--- src/hdl/cache_cfg.svh ---
`ifndef CACHE_CFG_SVH
`define CACHE_CFG_SVH

// Data path widths
`define CACHE_XLEN 32
`define CACHE_LINE_W 128

// 16 sets
`define CACHE_INDEX_W 4

// Words per refill or writeback burst
`define CACHE_BEATS 4

// Backing memory, 4 KiB of words
`define CACHE_MEM_WORDS 1024
`define CACHE_MEM_LAT 3

`endif

--- src/hdl/cache_pkg.sv ---
`default_nettype none

`include "cache_cfg.svh"

package cache_pkg;

  typedef logic [`CACHE_XLEN-1:0] word_t;
  typedef logic [`CACHE_XLEN-1:0] addr_t;
  typedef logic [`CACHE_XLEN/8-1:0] strb_t;
  typedef logic [`CACHE_LINE_W-1:0] line_t;
  typedef logic [`CACHE_INDEX_W-1:0] index_t;

  // Whatever is left above index and line offset
  typedef logic [`CACHE_XLEN-`CACHE_INDEX_W-$clog2(`CACHE_LINE_W/8)-1:0] tag_t;

  typedef logic [$clog2(`CACHE_BEATS)-1:0] beat_t;

  typedef enum logic [2:0] {
    IDLE,
    WB_ADDR,
    WB_DATA,
    WB_RESP,
    RF_ADDR,
    RF_DATA
  } ctrl_state_t;

endpackage

`default_nettype wire

--- src/hdl/line_store.sv ---
`timescale 1ns/1ps
`default_nettype none

`include "cache_cfg.svh"

module line_store
  import cache_pkg::*;
(
  input  wire         clk,
  input  wire         nrst,
  input  wire addr_t  i_addr,
  input  wire         i_wr_en,
  input  wire word_t  i_wdata,
  input  wire strb_t  i_wen,
  input  wire         i_fill_en,
  input  wire line_t  i_fill_line,
  output logic        o_hit,
  output logic        o_dirty,
  output tag_t        o_victim_tag,
  output line_t       o_line
);

  localparam int OFF_W = $clog2(`CACHE_LINE_W / 8);
  localparam int BYTE_W = $clog2(`CACHE_XLEN / 8);
  localparam int SETS = 1 << `CACHE_INDEX_W;

  tag_t tag_mem [SETS];
  line_t data_mem [SETS];
  logic [SETS-1:0] valid_q;
  logic [SETS-1:0] dirty_q;

  index_t idx;
  tag_t tag;
  beat_t word_sel;
  line_t stored;
  line_t merged;

  assign idx = i_addr[OFF_W +: `CACHE_INDEX_W];
  assign tag = i_addr[`CACHE_XLEN-1:OFF_W+`CACHE_INDEX_W];
  assign word_sel = i_addr[BYTE_W +: $bits(beat_t)];

  assign stored = data_mem[idx];
  assign o_hit = valid_q[idx] && (tag_mem[idx] == tag);
  assign o_dirty = valid_q[idx] && dirty_q[idx];
  assign o_victim_tag = tag_mem[idx];

  // Enabled bytes land in the addressed word only
  always_comb begin
    merged = stored;
    for (int b = 0; b < `CACHE_XLEN / 8; b++) begin
      if (i_wen[b]) begin
        merged[int'(word_sel) * `CACHE_XLEN + b * 8 +: 8] = i_wdata[b*8 +: 8];
      end
    end
  end

  assign o_line = i_wr_en ? merged : stored;

  always_ff @(posedge clk) begin
    if (i_fill_en) begin
      data_mem[idx] <= i_fill_line;
      tag_mem[idx] <= tag;
    end else if (i_wr_en && o_hit) begin
      data_mem[idx] <= merged;
    end
  end

  always_ff @(posedge clk) begin
    if (!nrst) begin
      valid_q <= '0;
      dirty_q <= '0;
    end else if (i_fill_en) begin
      valid_q[idx] <= 1'b1;
      dirty_q[idx] <= 1'b0;
    end else if (i_wr_en && o_hit) begin
      dirty_q[idx] <= 1'b1;
    end
  end

endmodule

`default_nettype wire

--- config.mk ---
export PLATFORM = sky130hd
export DESIGN_NAME = line_store
export DESIGN_NICKNAME = d
export VERILOG_FILES = /design/src/hdl/cache_pkg.sv /design/src/hdl/line_store.sv
export VERILOG_INCLUDE_DIRS = /design/src /design/src/hdl
export SDC_FILE = /design/constraint.sdc
export NUM_CORES = 2
export LEC_CHECK = 0
export BUFFER_PORTS_ARGS = -buffer_cell sky130_fd_sc_hd__buf_2
export CELL_PAD_IN_SITES_DETAIL_PLACEMENT = 0
export CELL_PAD_IN_SITES_GLOBAL_PLACEMENT = 2
export CORE_ASPECT_RATIO = 0.6
export CORE_MARGIN = 5
export CORE_UTILIZATION = 44
export DETAILED_ROUTE_END_ITERATION = 10
export PLACE_DENSITY = 0.77
export SLEW_MARGIN = 10
export SYNTH_ARGS = -nofsm -noshare
export SYNTH_HDL_FRONTEND = slang
export SYNTH_SLANG_ARGS = --single-unit
--- constraint.sdc ---
create_clock -name clk -period 20.2 [get_ports clk]
set_input_delay 4.04 -clock clk [delete_from_list [all_inputs] [get_ports clk]]
set_output_delay 4.04 -clock clk [all_outputs]
set_load 0.01 [all_outputs]
* Yosys cells after proc, flatten, opt, wreduce, memory -nomap -nowiden
Memory sizes are Yosys's and may differ from the RTL's.
Cells that the tools add are included.
** Word-level totals
- Memories :: 2
- RAM bits :: 2432
- Input bits :: 200
- Flip-flop bits (word level) :: 32
** Memory list
- data_mem :: depth 16, width 128, read ports 1, clocked after memory_dff 0, wr ports 1, RTL line line_store.sv:28 : line_t data_mem [SETS];
- tag_mem :: depth 16, width 24, read ports 1, clocked after memory_dff 0, wr ports 1, RTL line line_store.sv:27 : tag_t tag_mem [SETS];
** Cells by class
- Reductions and logical operators :: 5
- Equal/unequal tests :: 1
- Bitwise gates (word level) :: 5
- Multiplexer cells :: 23
- Shifts and indexed selects :: 8
- $lt $le $gt $ge :: 2
- Add/sub/neg operators :: 7
** Operator list (count)
- $mux 128 :: 6
- $bwmux 128 :: 4
- $shift 8x33->128 const A :: 4
- $shiftx 8x33->128 :: 4
- $neg 8->33 :: 3
- $neg 7->33 :: 1
- $mux 16 :: 2
- $or 16x16->16 :: 2
- $eq 24x24->1 :: 1
- $add 7x5->8 const B :: 2
- $and 16x16->16 :: 1
- $not 16->16 :: 1
- $add 7x4->8 const B :: 1
- $bmux 1 s4 :: 2
- $mux 1 :: 8
- $lt 4x5->1 const B :: 1
- $demux 1 s4 :: 1
- $ge 4x1->1 const B :: 1
- $logic_and 1x1->1 :: 4
- $reduce_bool 2->1 :: 1
- $or 1x1->1 :: 1

* Depth between registers and ports, before layout
- Word-level depth :: 11
- Gate-level depth with buffers :: 15

* Worst setup path after synthesis
OpenSTA, ideal clock, no wires.
- Path kind :: input -> register
- Start point :: input port i_addr[6]
- End point :: memory data_mem[6][0] (netlist bit) (enable)
- Arrival time :: 18.547 ns
- Slack :: 0.724 ns
- Path buffers :: 3
- Cell stages on the path :: 10
- Cell sequence :: buf_2 -> buf_2 -> mux4_2 -> xor2_1 -> nor2_1 -> or4_1 -> nor4_2 -> a41oi_1 -> buf_2 -> nor4_1
** On the way
- Cells in the longest elaborated chain, start to end :: 8
- Elaborated cells between the ends (all ways) :: 10
- Those cells by class :: 1 x eq/ne; 5 x mux; 1 x bitwise; 2 x reduce/logical; 1 x memory
** Ends and longest elaborated chain
- from (decl) :: RTL line line_store.sv:11 : input wire addr_t i_addr,
- $mem_v2 16x24 or $bmux 1 s4 (tied branches)
- $eq 24x24->1 or $mux 1 (tied branches) :: RTL line line_store.sv:43 : assign o_hit = valid_q[idx] && (tag_mem[idx] == tag);
- $logic_and 1x1->1 :: RTL line line_store.sv:43
- $logic_and 1x1->1 :: RTL line line_store.sv:63 : end else if (i_wr_en && o_hit) begin
- $mux 1 :: RTL line line_store.sv:63
- $mux 1 :: RTL line line_store.sv:60 : if (i_fill_en) begin
- $mux 1 (not written as such) :: RTL line line_store.sv:64 : data_mem[idx] <= merged;
- $or 1x1->1 (no line)
- to (decl) :: RTL line line_store.sv:28
Parallel ways exist; a longest one is shown, timed or not. The select of a mux whose other input is x is not followed.

* Worst setup path in the final report
- Start point :: input port i_addr[5]
- End point :: output port o_line[24]
** On the way
- Cells in the longest elaborated chain, start to end :: 10
** Ends and longest elaborated chain
- $mem_v2 16x128 (*)
- $bwmux 128 :: RTL line line_store.sv:52 : merged[int'(word_sel) * `CACHE_XLEN + b * 8 +: 8] = i_wdata[b*8 +: 8];
- $mux 128 :: RTL line line_store.sv:51 : if (i_wen[b]) begin
- $bwmux 128 :: RTL line line_store.sv:52
- $mux 128 :: RTL line line_store.sv:51
- $bwmux 128 :: RTL line line_store.sv:52
- $mux 128 :: RTL line line_store.sv:51
- $bwmux 128 :: RTL line line_store.sv:52
- $mux 128 :: RTL line line_store.sv:51
- $mux 128 (*) :: RTL line line_store.sv:57 : assign o_line = i_wr_en ? merged : stored;
- to (decl) :: RTL line line_store.sv:20 : output line_t o_line
Mark *: on every way between the ends. The rest lies on a longest branch, timed or not.

==> impl_metrics.tcl <==
set metrics [dict create \
    required_ns 16.16 \
    synth.avg_cell_area_um2 21.4 \
    critPathTopFamily "buffers and inverters" \
    placed_area_um2 105000 \
    synthArstFlopShare_pct 0 \
    grt_max_degree 137 \
    tightestPinTransition_ns 1.23 \
    cts_made_buffers 224 \
    globalplace.congestion 0.806 \
    wl_per_cell_um 32.7 \
    cts.sinks 2464 \
    endpoint_kind "output port" \
    synth_compound_area_share_pct 2.62 \
    powerDensity_nw_per_um2 95.4 \
    hold_path.class "register to register" \
    synth_edf_count 2432 \
    path_class "primary input to output port" \
    cts_tree "yes" \
    final_cell_mix "edfxtp_1, mux4_2, nand2_1, buf_2, clkbuf_16" \
    max_freq_mhz 78.3 \
    hold_viol_final 0 \
    ctsHoldBuffers 0 \
    io-pin-count 354 \
    status "complete, no violations" \
    fp.dieH_um 378 \
    synthAdderAreaFrac_pct 0.0754 \
    dieArea_um2 236000 \
    synth_top_family_by_area "multiplexers" \
    clockBufferDepth 4 \
    antenna_found_initial 36 \
    path_cells "buf_8 > buf_12 > buf_4 > buf_4 > mux4_2 > mux4_2 > nand2_1 > o21ai_0 > buf_2" \
    rsz0062_at_grt "no" \
    synth_nets 4858 \
    routed_via_density 6.06 \
    path_max_fanout 124 \
    grt_pass1_vias 49500 \
    fin_crit_sh_pct 63.2 \
    ys_warn_count 0 \
    drt_iter0_markers 5850 \
    synth_xor_area_share_pct 0.158 \
    skew_ns 0.103 \
    grt_pass1_wl_mm 379 \
    grtUsageTotal_pct 22.5 \
    max-vdd-ir-drop_v 0.0000645 \
    fin_nets 5243 \
    grt_remaining_overflow 0 \
    finalCriticalPeriod_ns 12.77 \
    portBuffers 351 \
    setup_violations 0 \
    drv_slew 0 \
    ys_seq_area_share_pct 74.0 \
    max_cap_viol_count 0 \
    finalInstanceArea_um2 112000 \
    drive_above_1_share_pct 31.9 \
    relSlewSlack_pct 17.5 \
    critPathBufInv 5 \
    dp_hpwl_mm 147 \
    setup_tns_ns 0 \
    yosys.area_share.simple_pct 2.29 \
    insertion_delay_ns 0.91 \
    drt-total-wl_mm 270 \
    cts_resized 0 \
    synth-main-ff-cell "edfxtp_1" \
    die_x_um 624 \
    power.leakage_nw 35.8 \
    cts_setup_buffers 0 \
    synth-seq-cells 2464 \
    cpPeakStageDelay_ns 0.86 \
    cts.clk_slew.worst_paths_ns 0.06 \
    netlist_area_um2 99500 \
    postSynthCellCount 4652 \
    vias 49900 \
    h-tree-depth 4 \
    startpoint_type "primary input" \
    coreArea_um2 225000 \
    yosysUniqueCellTypes 78 \
    critical-path-slowest-cell "buf_4" \
    arrival_ns 8.73 \
    row_count 135 \
    ant_nets 0 \
    syn2layout_area_growth_pct 12.2 \
    cts-root-buf "clkbuf_16" \
    synthMuxAreaShare_pct 19.2 \
    initial_utilization_pct 44.2 \
    layout_commonest_cell "edfxtp_1" \
    drc_errors 0 \
    dr.pass1.iters 5 \
]
registers in the layout, summed over array words and instances, names as in the netlist, named ones only:
| name | count |
|---|---|
| tag_mem | 384 |
| valid_q | 16 |
| data_mem | 2048 |
synth_stat cells, types with 18 or more instances:
cell / instances / area, um^2
a22o_1: 69 / 604
nor2_1: 22 / 82.6
nand4_1: 18 / 113
nand2_1: 361 / 1360
buf_2: 69 / 345
mux2_2: 42 / 473
a22oi_1: 27 / 203
edfxtp_1: 2432 / 73000
mux2_4: 100 / 1500
dfxtp_1: 32 / 641
clkbuf_1: 152 / 571
o21ai_0: 211 / 1060
nand3_1: 29 / 145
mux2i_1: 88 / 881
mux4_2: 716 / 16100
kinds of logic (layout without fill, tap and decap cells):
logic type      count (synthesis)  after routing
xor+xnor                       18             18
buf+inv                       297            859
mux                           950            950
compound gates                399            399
flops                        2464           2464
other cells                     0             10
fa+ha+maj                       6              6
simple gates                  518            518
through the flow:
stage | power, mW | cells | setup slack, ns | hold WS, ns | utilization [%]
after global placement | 6.62 | 7825 | 7.31 | 0.442 | 46.5
after CTS | 10.7 | 8228 | 7.29 | 0.468 | 49.5
after detailed placement | 6.64 | 7825 | 7.30 | 0.454 | 46.5
final | 10.6 | 8238 | 7.43 | 0.463 | 49.5
after global routing | 11.0 | 8233 | 7.00 | 0.484 | 49.5
after floorplan | 6.34 | 4652 | 0.724 | 0.435 | -
worst paths after layout:
kind / from / end / slack (ns) / depth (start not counted)
setup reg to reg: tag_mem[9][17]$_DFFE_PP_ / data_mem[1][65]$_DFFE_PP_ / 14.51 / 10
hold / removal: valid_q[6]$_SDFFE_PN0P_ / valid_q[6]$_SDFFE_PN0P_ / 0.46 / 1
hold reg to reg: valid_q[6]$_SDFFE_PN0P_ / valid_q[6]$_SDFFE_PN0P_ / 0.46 / 1
setup / recovery: i_addr[5] / o_line[24] / 7.43 / 9
where the power goes:
group	switching (mW)	leakage [nW]	internal (mW)
clock network	1.86	3.37	2.27
registers	0.0214	22.2	5.72
logic	0.477	10.2	0.302
metal layers:
| metal | vias to the layer above | track usage (%) | wire length, um |
|---|---|---|---|
| met4 | 0 | 6.09 | 7430 |
| met3 | 400 | 4.61 | 23600 |
| met5 | - | 0.368 | 0 |
| li1 | 20300 | - | - |
| met1 | 27000 | 32.6 | 111000 |
| met2 | 2242 | 35.0 | 127000 |
layout make-up:
class / instances / area (um^2)
Clock inverter: 118 / 998
Inverter: 16 / 67.6
Timing Repair Buffer: 440 / 2720
Clock buffer: 285 / 5920
Fill cell: 18000 / 114000
Sequential cell: 2464 / 73700
Multi-Input combinational cell: 1891 / 24400
Antenna cell: 10 / 25.0
Tap cell: 3014 / 3770
(Power assumes the default switching activity.)
