--- config.mk ---
export PLATFORM = sky130hd
export DESIGN_NAME = cache_ctrl
export DESIGN_NICKNAME = d
export VERILOG_FILES = /design/src/hdl/cache_pkg.sv /design/src/hdl/cache_ctrl.sv
export VERILOG_INCLUDE_DIRS = /design/src /design/src/hdl
export SDC_FILE = /design/constraint.sdc
export NUM_CORES = 1
export LEC_CHECK = 0
export BUFFER_PORTS_ARGS = -buffer_cell sky130_fd_sc_hd__buf_2
export CELL_PAD_IN_SITES_DETAIL_PLACEMENT = 0
export CELL_PAD_IN_SITES_GLOBAL_PLACEMENT = 1
export CORE_AREA = 2 2 281 283
export CTS_BUF_LIST = sky130_fd_sc_hd__clkbuf_8
export DETAILED_ROUTE_END_ITERATION = 8
export DIE_AREA = 0 0 283 285
export HOLD_SLACK_MARGIN = 0.06
export PLACE_DENSITY_LB_ADDON = 0.1
export SLEW_MARGIN = 30
export SYNTH_ARGS = -nofsm -noshare
export SYNTH_HDL_FRONTEND = slang
export SYNTH_SLANG_ARGS = --single-unit
--- constraint.sdc ---
create_clock -name clk -period 11.8 [get_ports clk]
set_input_delay 2.36 -clock clk [delete_from_list [all_inputs] [get_ports clk]]
set_output_delay 2.36 -clock clk [all_outputs]
set_load 0.005 [all_outputs]
--- src/hdl/cache_cfg.svh ---
`ifndef CACHE_CFG_SVH
`define CACHE_CFG_SVH

// Data path widths
`define CACHE_XLEN 32
`define CACHE_LINE_W 128

// 16 sets
`define CACHE_INDEX_W 4

// Words per refill or writeback burst
`define CACHE_BEATS 4

// Backing memory, 4 KiB of words
`define CACHE_MEM_WORDS 1024
`define CACHE_MEM_LAT 3

`endif

--- src/hdl/cache_pkg.sv ---
`default_nettype none

`include "cache_cfg.svh"

package cache_pkg;

  typedef logic [`CACHE_XLEN-1:0] word_t;
  typedef logic [`CACHE_XLEN-1:0] addr_t;
  typedef logic [`CACHE_XLEN/8-1:0] strb_t;
  typedef logic [`CACHE_LINE_W-1:0] line_t;
  typedef logic [`CACHE_INDEX_W-1:0] index_t;

  // Whatever is left above index and line offset
  typedef logic [`CACHE_XLEN-`CACHE_INDEX_W-$clog2(`CACHE_LINE_W/8)-1:0] tag_t;

  typedef logic [$clog2(`CACHE_BEATS)-1:0] beat_t;

  typedef enum logic [2:0] {
    IDLE,
    WB_ADDR,
    WB_DATA,
    WB_RESP,
    RF_ADDR,
    RF_DATA
  } ctrl_state_t;

endpackage

`default_nettype wire

--- src/hdl/cache_ctrl.sv ---
`timescale 1ns/1ps
`default_nettype none

`include "cache_cfg.svh"

module cache_ctrl
  import cache_pkg::*;
(
  input  wire         clk,
  input  wire         nrst,
  // Requester side
  input  wire         i_valid,
  input  wire addr_t  i_addr,
  input  wire word_t  i_wdata,
  input  wire strb_t  i_wen,
  output logic        o_ready,
  output logic        o_valid,
  output addr_t       o_addr,
  output line_t       o_line,
  // Line store
  output addr_t       o_ls_addr,
  output logic        o_ls_wr_en,
  output word_t       o_ls_wdata,
  output strb_t       o_ls_wen,
  output logic        o_ls_fill_en,
  output line_t       o_ls_fill_line,
  input  wire         i_ls_hit,
  input  wire         i_ls_dirty,
  input  wire tag_t   i_ls_victim_tag,
  input  wire line_t  i_ls_line,
  // Memory side
  output logic        o_awvalid,
  output addr_t       o_awaddr,
  input  wire         i_awready,
  output logic        o_wvalid,
  output word_t       o_wdata,
  output logic        o_wlast,
  input  wire         i_wready,
  input  wire         i_bvalid,
  output logic        o_bready,
  output logic        o_arvalid,
  output addr_t       o_araddr,
  input  wire         i_arready,
  input  wire         i_rvalid,
  input  wire word_t  i_rdata,
  input  wire         i_rlast,
  output logic        o_rready
);

  localparam int OFF_W = $clog2(`CACHE_LINE_W / 8);
  localparam beat_t LAST_BEAT = beat_t'(`CACHE_BEATS - 1);

  ctrl_state_t state;
  logic pend;
  addr_t req_addr;
  word_t req_wdata;
  strb_t req_wen;
  beat_t wb_beat;
  word_t wb_word;
  logic [`CACHE_LINE_W-`CACHE_XLEN-1:0] rf_buf;
  logic accept;
  logic look_vld;

  // Held request blocks new ones until it is replayed
  assign o_ready = (state == IDLE) && !pend;
  assign accept = i_valid && o_ready;
  assign look_vld = (state == IDLE) && (pend || i_valid);

  assign o_ls_addr = pend ? req_addr : i_addr;
  assign o_ls_wdata = pend ? req_wdata : i_wdata;
  assign o_ls_wen = pend ? req_wen : i_wen;
  assign o_ls_wr_en = look_vld && i_ls_hit && (|o_ls_wen);
  assign o_ls_fill_en = (state == RF_DATA) && i_rvalid && i_rlast;
  assign o_ls_fill_line = {i_rdata, rf_buf};

  // Victim word for the current writeback beat
  always_comb begin
    wb_word = '0;
    for (int b = 0; b < `CACHE_BEATS; b++) begin
      if (wb_beat == beat_t'(b)) begin
        wb_word = i_ls_line[b*`CACHE_XLEN +: `CACHE_XLEN];
      end
    end
  end

  assign o_awvalid = (state == WB_ADDR);
  assign o_awaddr = {i_ls_victim_tag, req_addr[OFF_W +: `CACHE_INDEX_W], {OFF_W{1'b0}}};
  assign o_wvalid = (state == WB_DATA);
  assign o_wdata = wb_word;
  assign o_wlast = (wb_beat == LAST_BEAT);
  assign o_bready = (state == WB_RESP);
  assign o_arvalid = (state == RF_ADDR);
  assign o_araddr = {req_addr[`CACHE_XLEN-1:OFF_W], {OFF_W{1'b0}}};
  assign o_rready = (state == RF_DATA);

  always_ff @(posedge clk) begin
    if (!nrst) begin
      state <= IDLE;
      pend <= 1'b0;
      wb_beat <= '0;
      o_valid <= 1'b0;
    end else begin
      o_valid <= look_vld && i_ls_hit;
      case (state)
        IDLE: begin
          if (look_vld) begin
            if (i_ls_hit) begin
              pend <= 1'b0;
            end else begin
              pend <= 1'b1;
              state <= i_ls_dirty ? WB_ADDR : RF_ADDR;
            end
          end
        end
        WB_ADDR: begin
          if (i_awready) begin
            wb_beat <= '0;
            state <= WB_DATA;
          end
        end
        WB_DATA: begin
          if (i_wready) begin
            wb_beat <= wb_beat + 1'b1;
            if (o_wlast) begin
              state <= WB_RESP;
            end
          end
        end
        WB_RESP: begin
          if (i_bvalid) begin
            state <= RF_ADDR;
          end
        end
        RF_ADDR: begin
          if (i_arready) begin
            state <= RF_DATA;
          end
        end
        RF_DATA: begin
          // Back to IDLE to replay, the line is now present
          if (i_rvalid && i_rlast) begin
            state <= IDLE;
          end
        end
        default: state <= IDLE;
      endcase
    end
  end

  always_ff @(posedge clk) begin
    if (accept && !i_ls_hit) begin
      req_addr <= i_addr;
      req_wdata <= i_wdata;
      req_wen <= i_wen;
    end
    // Refill beats arrive lowest word first
    if (state == RF_DATA && i_rvalid) begin
      rf_buf <= {i_rdata, rf_buf[`CACHE_LINE_W-`CACHE_XLEN-1:`CACHE_XLEN]};
    end
    if (look_vld && i_ls_hit) begin
      o_addr <= o_ls_addr;
      o_line <= i_ls_line;
    end
  end

  // Address requests hold until the memory takes them
  a_aw_hold: assert property (@(posedge clk) disable iff (!nrst)
    o_awvalid && !i_awready |=> o_awvalid && $stable(o_awaddr));

  a_ar_hold: assert property (@(posedge clk) disable iff (!nrst)
    o_arvalid && !i_arready |=> o_arvalid && $stable(o_araddr));

  // A held request must hit once its line is refilled
  a_replay_hit: assert property (@(posedge clk) disable iff (!nrst)
    state == IDLE && pend |-> i_ls_hit);

endmodule

`default_nettype wire

# == Yosys cells after proc, flatten, opt, wreduce, memory -nomap -nowiden ==
# Cells that the tools add are included.
# classes
n_addsub,1
eq_ne,16
mux,21
n_reduce_logical,19
# ops
op,n
2-to-1 mux 32 bit,6
2-to-1 mux 3 bit,9
case mux 3 bit (6 select lines),1
"inequality test 2 x 1 -> 1 bit, second input constant",5
logical AND 1 bit,9
AND reduction 8 bit,1
"equality test 3 x 2 -> 1 bit, second input constant",2
"equality test 3 bit, second input constant",2
"inequality test 2 bit, second input constant",3
"equality test 2 bit, second input constant",2
2-to-1 mux 2 bit,2
2-to-1 mux 4 bit,1
case mux 2 bit (2 select lines),1
OR reduction 4 bit,1
"equality test 3 x 1 -> 1 bit, second input constant",1
logical NOT 3 bit,1
AND reduction 3 bit,1
"adder 2 x 1 -> 2 bit, second input constant",1
"equality test 2 x 1 -> 1 bit, second input constant",1
logical NOT 1 bit,2
logical NOT 2 bit,1
AND reduction 2 bit,1
nonzero test 2 bit,1
logical OR 1 bit,1
2-to-1 mux 1 bit,1
# word_totals
reg_bits,331
inputBits,263
out_inout_bits,462
elab_cells,67

# == Longest topological paths before layout ==
# logic_depth
depth_word,5
mapped_depth,7
depth_no_buf,6

# == Least setup slack after synthesis ==
# Ideal clock, no wire load.
# synth_timing
path_type,input to register
start,input port i_ls_hit
end,register o_addr[0] (enable)
setup_time_ns,0.682
t_arrival_ns,9.092
required_ns,11.118
slack_ns,2.026
cell_stages,2
cell_sequence,o21ai_1 > nor2_1
# synth_between
elab_chain_cells,1
# synth_rtl
item,line_no,rtl
"start, declared",cache_ctrl.sv:27,"input wire i_ls_hit,"
logical AND 1 bit,cache_ctrl.sv:160,if (look_vld && i_ls_hit) begin
"end signal, assigned",cache_ctrl.sv:161,o_addr <= o_ls_addr;
"end, declared",cache_ctrl.sv:18,"output addr_t o_addr,"
# Every way passes these cells.
# A chain may end at the register's enable or synchronous reset.

# == Worst setup path after layout ==
# layout_timing
start,input port i_wen[3]
end,output port o_ls_wr_en
# layout_between
elab_chain_cells,3
# layout_rtl
item,line_no,rtl
"start, declared",cache_ctrl.sv:15,"input wire strb_t i_wen,"
2-to-1 mux 4 bit,cache_ctrl.sv:71,assign o_ls_wen = pend ? req_wen : i_wen;
OR reduction 4 bit,cache_ctrl.sv:72,assign o_ls_wr_en = look_vld && i_ls_hit && (|o_ls_wen);
logical AND 1 bit,cache_ctrl.sv:72,
"end, declared",cache_ctrl.sv:22,"output logic o_ls_wr_en,"
# Every way passes these cells.

==> impl_metrics.py <==
metrics = {
    "yosys": {
        "syn_area_per_cell_um2": 17.7,
        "synth-main-ff-cell": "edfxtp_1",
        "synth-compound-area-share_pct": 4.81,
        "yosysWarnings": 0,
        "postSynth.asyncResetShare_pct": 0,
        "yosysMostFrequentCell": "edfxtp_1",
        "synth_top_family_by_area": "buffers and inverters",
        "ys_top_cells_by_area": "edfxtp_1 76%, buf_4 6.0%, mux2_2 5.2%",
        "yosys.area_share.simple_pct": 4.45,
        "netlist_top_cells_count": "324 x edfxtp_1, 102 x buf_4, 59 x mux2_2, 39 x nand2_1, 32 x nor2b_1",
        "ys_types": 39,
        "yosys.area_share.adder_pct": 0.390,
        "synthXorXnorAreaFrac_pct": 0,
        "synthesis.area_um2": 12800,
        "synth_cells": 725,
        "synth-edff-count": 324,
        "yosysTopAreaCell": "edfxtp_1",
        "muxShareOfSynthArea_pct": 6.19,
        "synth_top_cell_area_share_pct": 75.9,
        "ys_seq_area_share_pct": 77.0,
        "ys_ff_latch": 331,
    },
    "setup_path": {
        "cpPeakStageDelay_ns": 0.34,
        "worst-path-buf-inv": 2,
        "critical_path_required_ns": 9.44,
        "crit_family": "simple AND/OR/NAND/NOR gates",
        "cp-start-kind": "input port",
        "crit_top_cell": "buf_2",
        "cp.arrival_ns": 3.32,
        "worstPathCellList": "buf_2, mux2_4, nor4_1, nor3_1, buf_2",
        "path_max_fanout": 2,
        "end_kind": "primary output",
        "crit_type": "in2out",
        "cpMaxStageDelayCell": "nor4_1",
    },
    "status": {
        "status": "finished, final reports clean",
    },
    "floorplanning": {
        "die_area_um2": 80700,
        "die_w_um": 283,
        "core.rowCount": 103,
        "io_pins": 725,
        "die_h_um": 285,
        "initial_core_util_pct": 16.4,
        "core_um2": 78000,
    },
    "place": {
        "hpwl_um": 35600,
        "gp_congestion": 0.769,
        "io_buffers": 668,
    },
    "power_and_ir_drop": {
        "p_leak_nw": 7.12,
        "power_density_nw_per_um2": 187,
        "vdd_ir_drop_max_mv": 0.0718,
    },
    "global_route": {
        "grt_pass1_wl_um": 68400,
        "grt_max_degree": 76,
        "antenna_found_initial": 7,
        "gr-total-overflow": 0,
        "grt_usage_pct": 11.7,
        "grt_pass1_vias": 9248,
    },
    "sta": {
        "relSlewSlack_pct": 38.5,
        "hold_viol_final": 0,
        "fmax_mhz": 176,
        "fin_setup_tns_ns": 0,
        "layout_min_cycle_time_ns": 5.68,
        "setup_viol": 0,
        "rsz0062_at_grt": "no",
        "fin_crit_sh_pct": 48.1,
        "drv_slew": 0,
        "hold_slack_ns": 0.418,
        "worst_pin_slew_ns": 0.922,
        "finClkSkew_ns": 0.0477,
    },
    "clocking": {
        "htreeDepth": 3,
        "cts_root_buf": "clkbuf_8",
        "cts_resized": 0,
        "hold_buffers": 0,
        "path_clk_slew_ns": 0.06,
        "numCtsBuffers": 71,
        "cts_setup_buffers": 0,
        "clockBufferDepth": 3,
        "cts_tree": "done",
        "cts_sinks": 331,
        "clk_latency_ns": 0.64,
    },
    "final_layout": {
        "fin_nets": 1623,
        "syn_to_final_growth_pct": 40.7,
        "n_fill_cell": 8415,
        "drive_gt1_share_pct": 59.5,
        "fin_util_pct": 23.1,
    },
    "route": {
        "drt-initial-drc-count": 338,
        "vias_per_cell": 3.58,
        "wl_um": 49100,
        "antenna_left": 0,
        "drcViolationCount": 0,
        "vias": 8814,
        "post_drt_wl_per_cell_um": 19.9,
        "dr.pass1.iters": 4,
    },
    "flow_run": {
        "maxCapViolations": 0,
    },
    "worst_hold_path": {
        "hold_class": "reg2reg",
    },
}
[stage by stage]
step | instance area [µm²] | power, mW | std cells | setup WS (ns)
after floorplan | 12800 | 1.93 | 732 | 2.03
after global placement | 16700 | 2.27 | 2332 | 5.99
after detailed placement | 16700 | 2.26 | 2333 | 6.06
after CTS | 18000 | 3.48 | 2458 | 6.06
after global routing | 18000 | 3.56 | 2460 | 6.01
final | 18000 | 3.38 | 2462 | 6.12
[registers in the layout, indices dropped and copies added (netlist names)]
name and flops:
o_addr 32, o_line 128, o_valid 1, pend 1, req_addr 32, req_wdata 32, req_wen 4, rf_buf 96
state 3, wb_beat 2
[report_power, final]
part	switching [mW]	internal, mW	total, mW
Clock	0.568	0.595	1.16
Sequential	0.0562	1.50	1.56
Combinational	0.388	0.264	0.652
[path summary, 6_finish.rpt]
path	startpoint	endpoint	slack [ns]	cells after the start
worst max-delay path	i_wen[3]	o_ls_wr_en	6.12	5
worst min-delay path	rf_buf[61]$_DFFE_PP_	rf_buf[29]$_DFFE_PP_	0.42	0
worst max register to register	pend$_SDFFE_PN0P_	o_addr[14]$_DFFE_PP_	8.65	4
worst min register to register	rf_buf[61]$_DFFE_PP_	rf_buf[29]$_DFFE_PP_	0.42	0
[layout make-up]
type / instances / area (µm²) / area share [%]
sequential: 331 / 9870 / 54.7
timing repair buffer: 680 / 3450 / 19.1
multi-input combinational: 268 / 2090 / 11.6
tap: 1050 / 1310 / 7.28
clock buffer: 72 / 991 / 5.49
clock inverter: 53 / 294 / 1.63
inverter: 4 / 15.0 / 0.0832
antenna: 4 / 10.0 / 0.0555
[routing by layer]
metal	track usage (%)	wire, µm
met1	11.8	17400
met2	21.1	25700
met3	5.03	4510
met4	4.63	1500
met5	0	26
[cells in the final DEF (no fill, tap or decap), types with 2 or more instances in the layout]
| cell type | count |
|---|---|
| a21oi_1 | 5 |
| a221oi_1 | 31 |
| and2_1 | 7 |
| buf_2 | 668 |
| buf_4 | 9 |
| buf_6 | 2 |
| clkbuf_8 | 72 |
| clkinv_1 | 22 |
| clkinv_2 | 6 |
| clkinv_8 | 3 |
| clkinvlp_4 | 3 |
| conb_1 | 8 |
| dfxtp_1 | 6 |
| diode_2 | 4 |
| edfxtp_1 | 324 |
| ha_2 | 3 |
| inv_1 | 21 |
| mux2_1 | 7 |
| mux2_2 | 59 |
| mux2_4 | 2 |
| mux2i_1 | 2 |
| nand2_1 | 39 |
| nand3_1 | 2 |
| nand3b_1 | 3 |
| nor2_1 | 6 |
| nor2b_1 | 32 |
| nor3_1 | 6 |
| nor3b_1 | 4 |
| o21ai_0 | 2 |
| o21ai_1 | 3 |
| o31ai_1 | 31 |
[worst register-to-register path: cells and delay by family, from the launching register on]
family	cells	cell delay, ns
buffers and inverters	2	1.38
AOI/OAI and AO/OA	1	0.27
and+or+nand+nor	1	0.39
DFF	1	0.66
[cells by family after synthesis]
kind of cell	after synthesis
buffers and inverters	133
AND/OR/NAND/NOR	107
adder cells (fa/ha/maj)	4
multiplexers	70
AO/OA/AOI/OAI	79
flip-flops	331
other	1
Note: power is estimated with default switching activity, not from simulation.
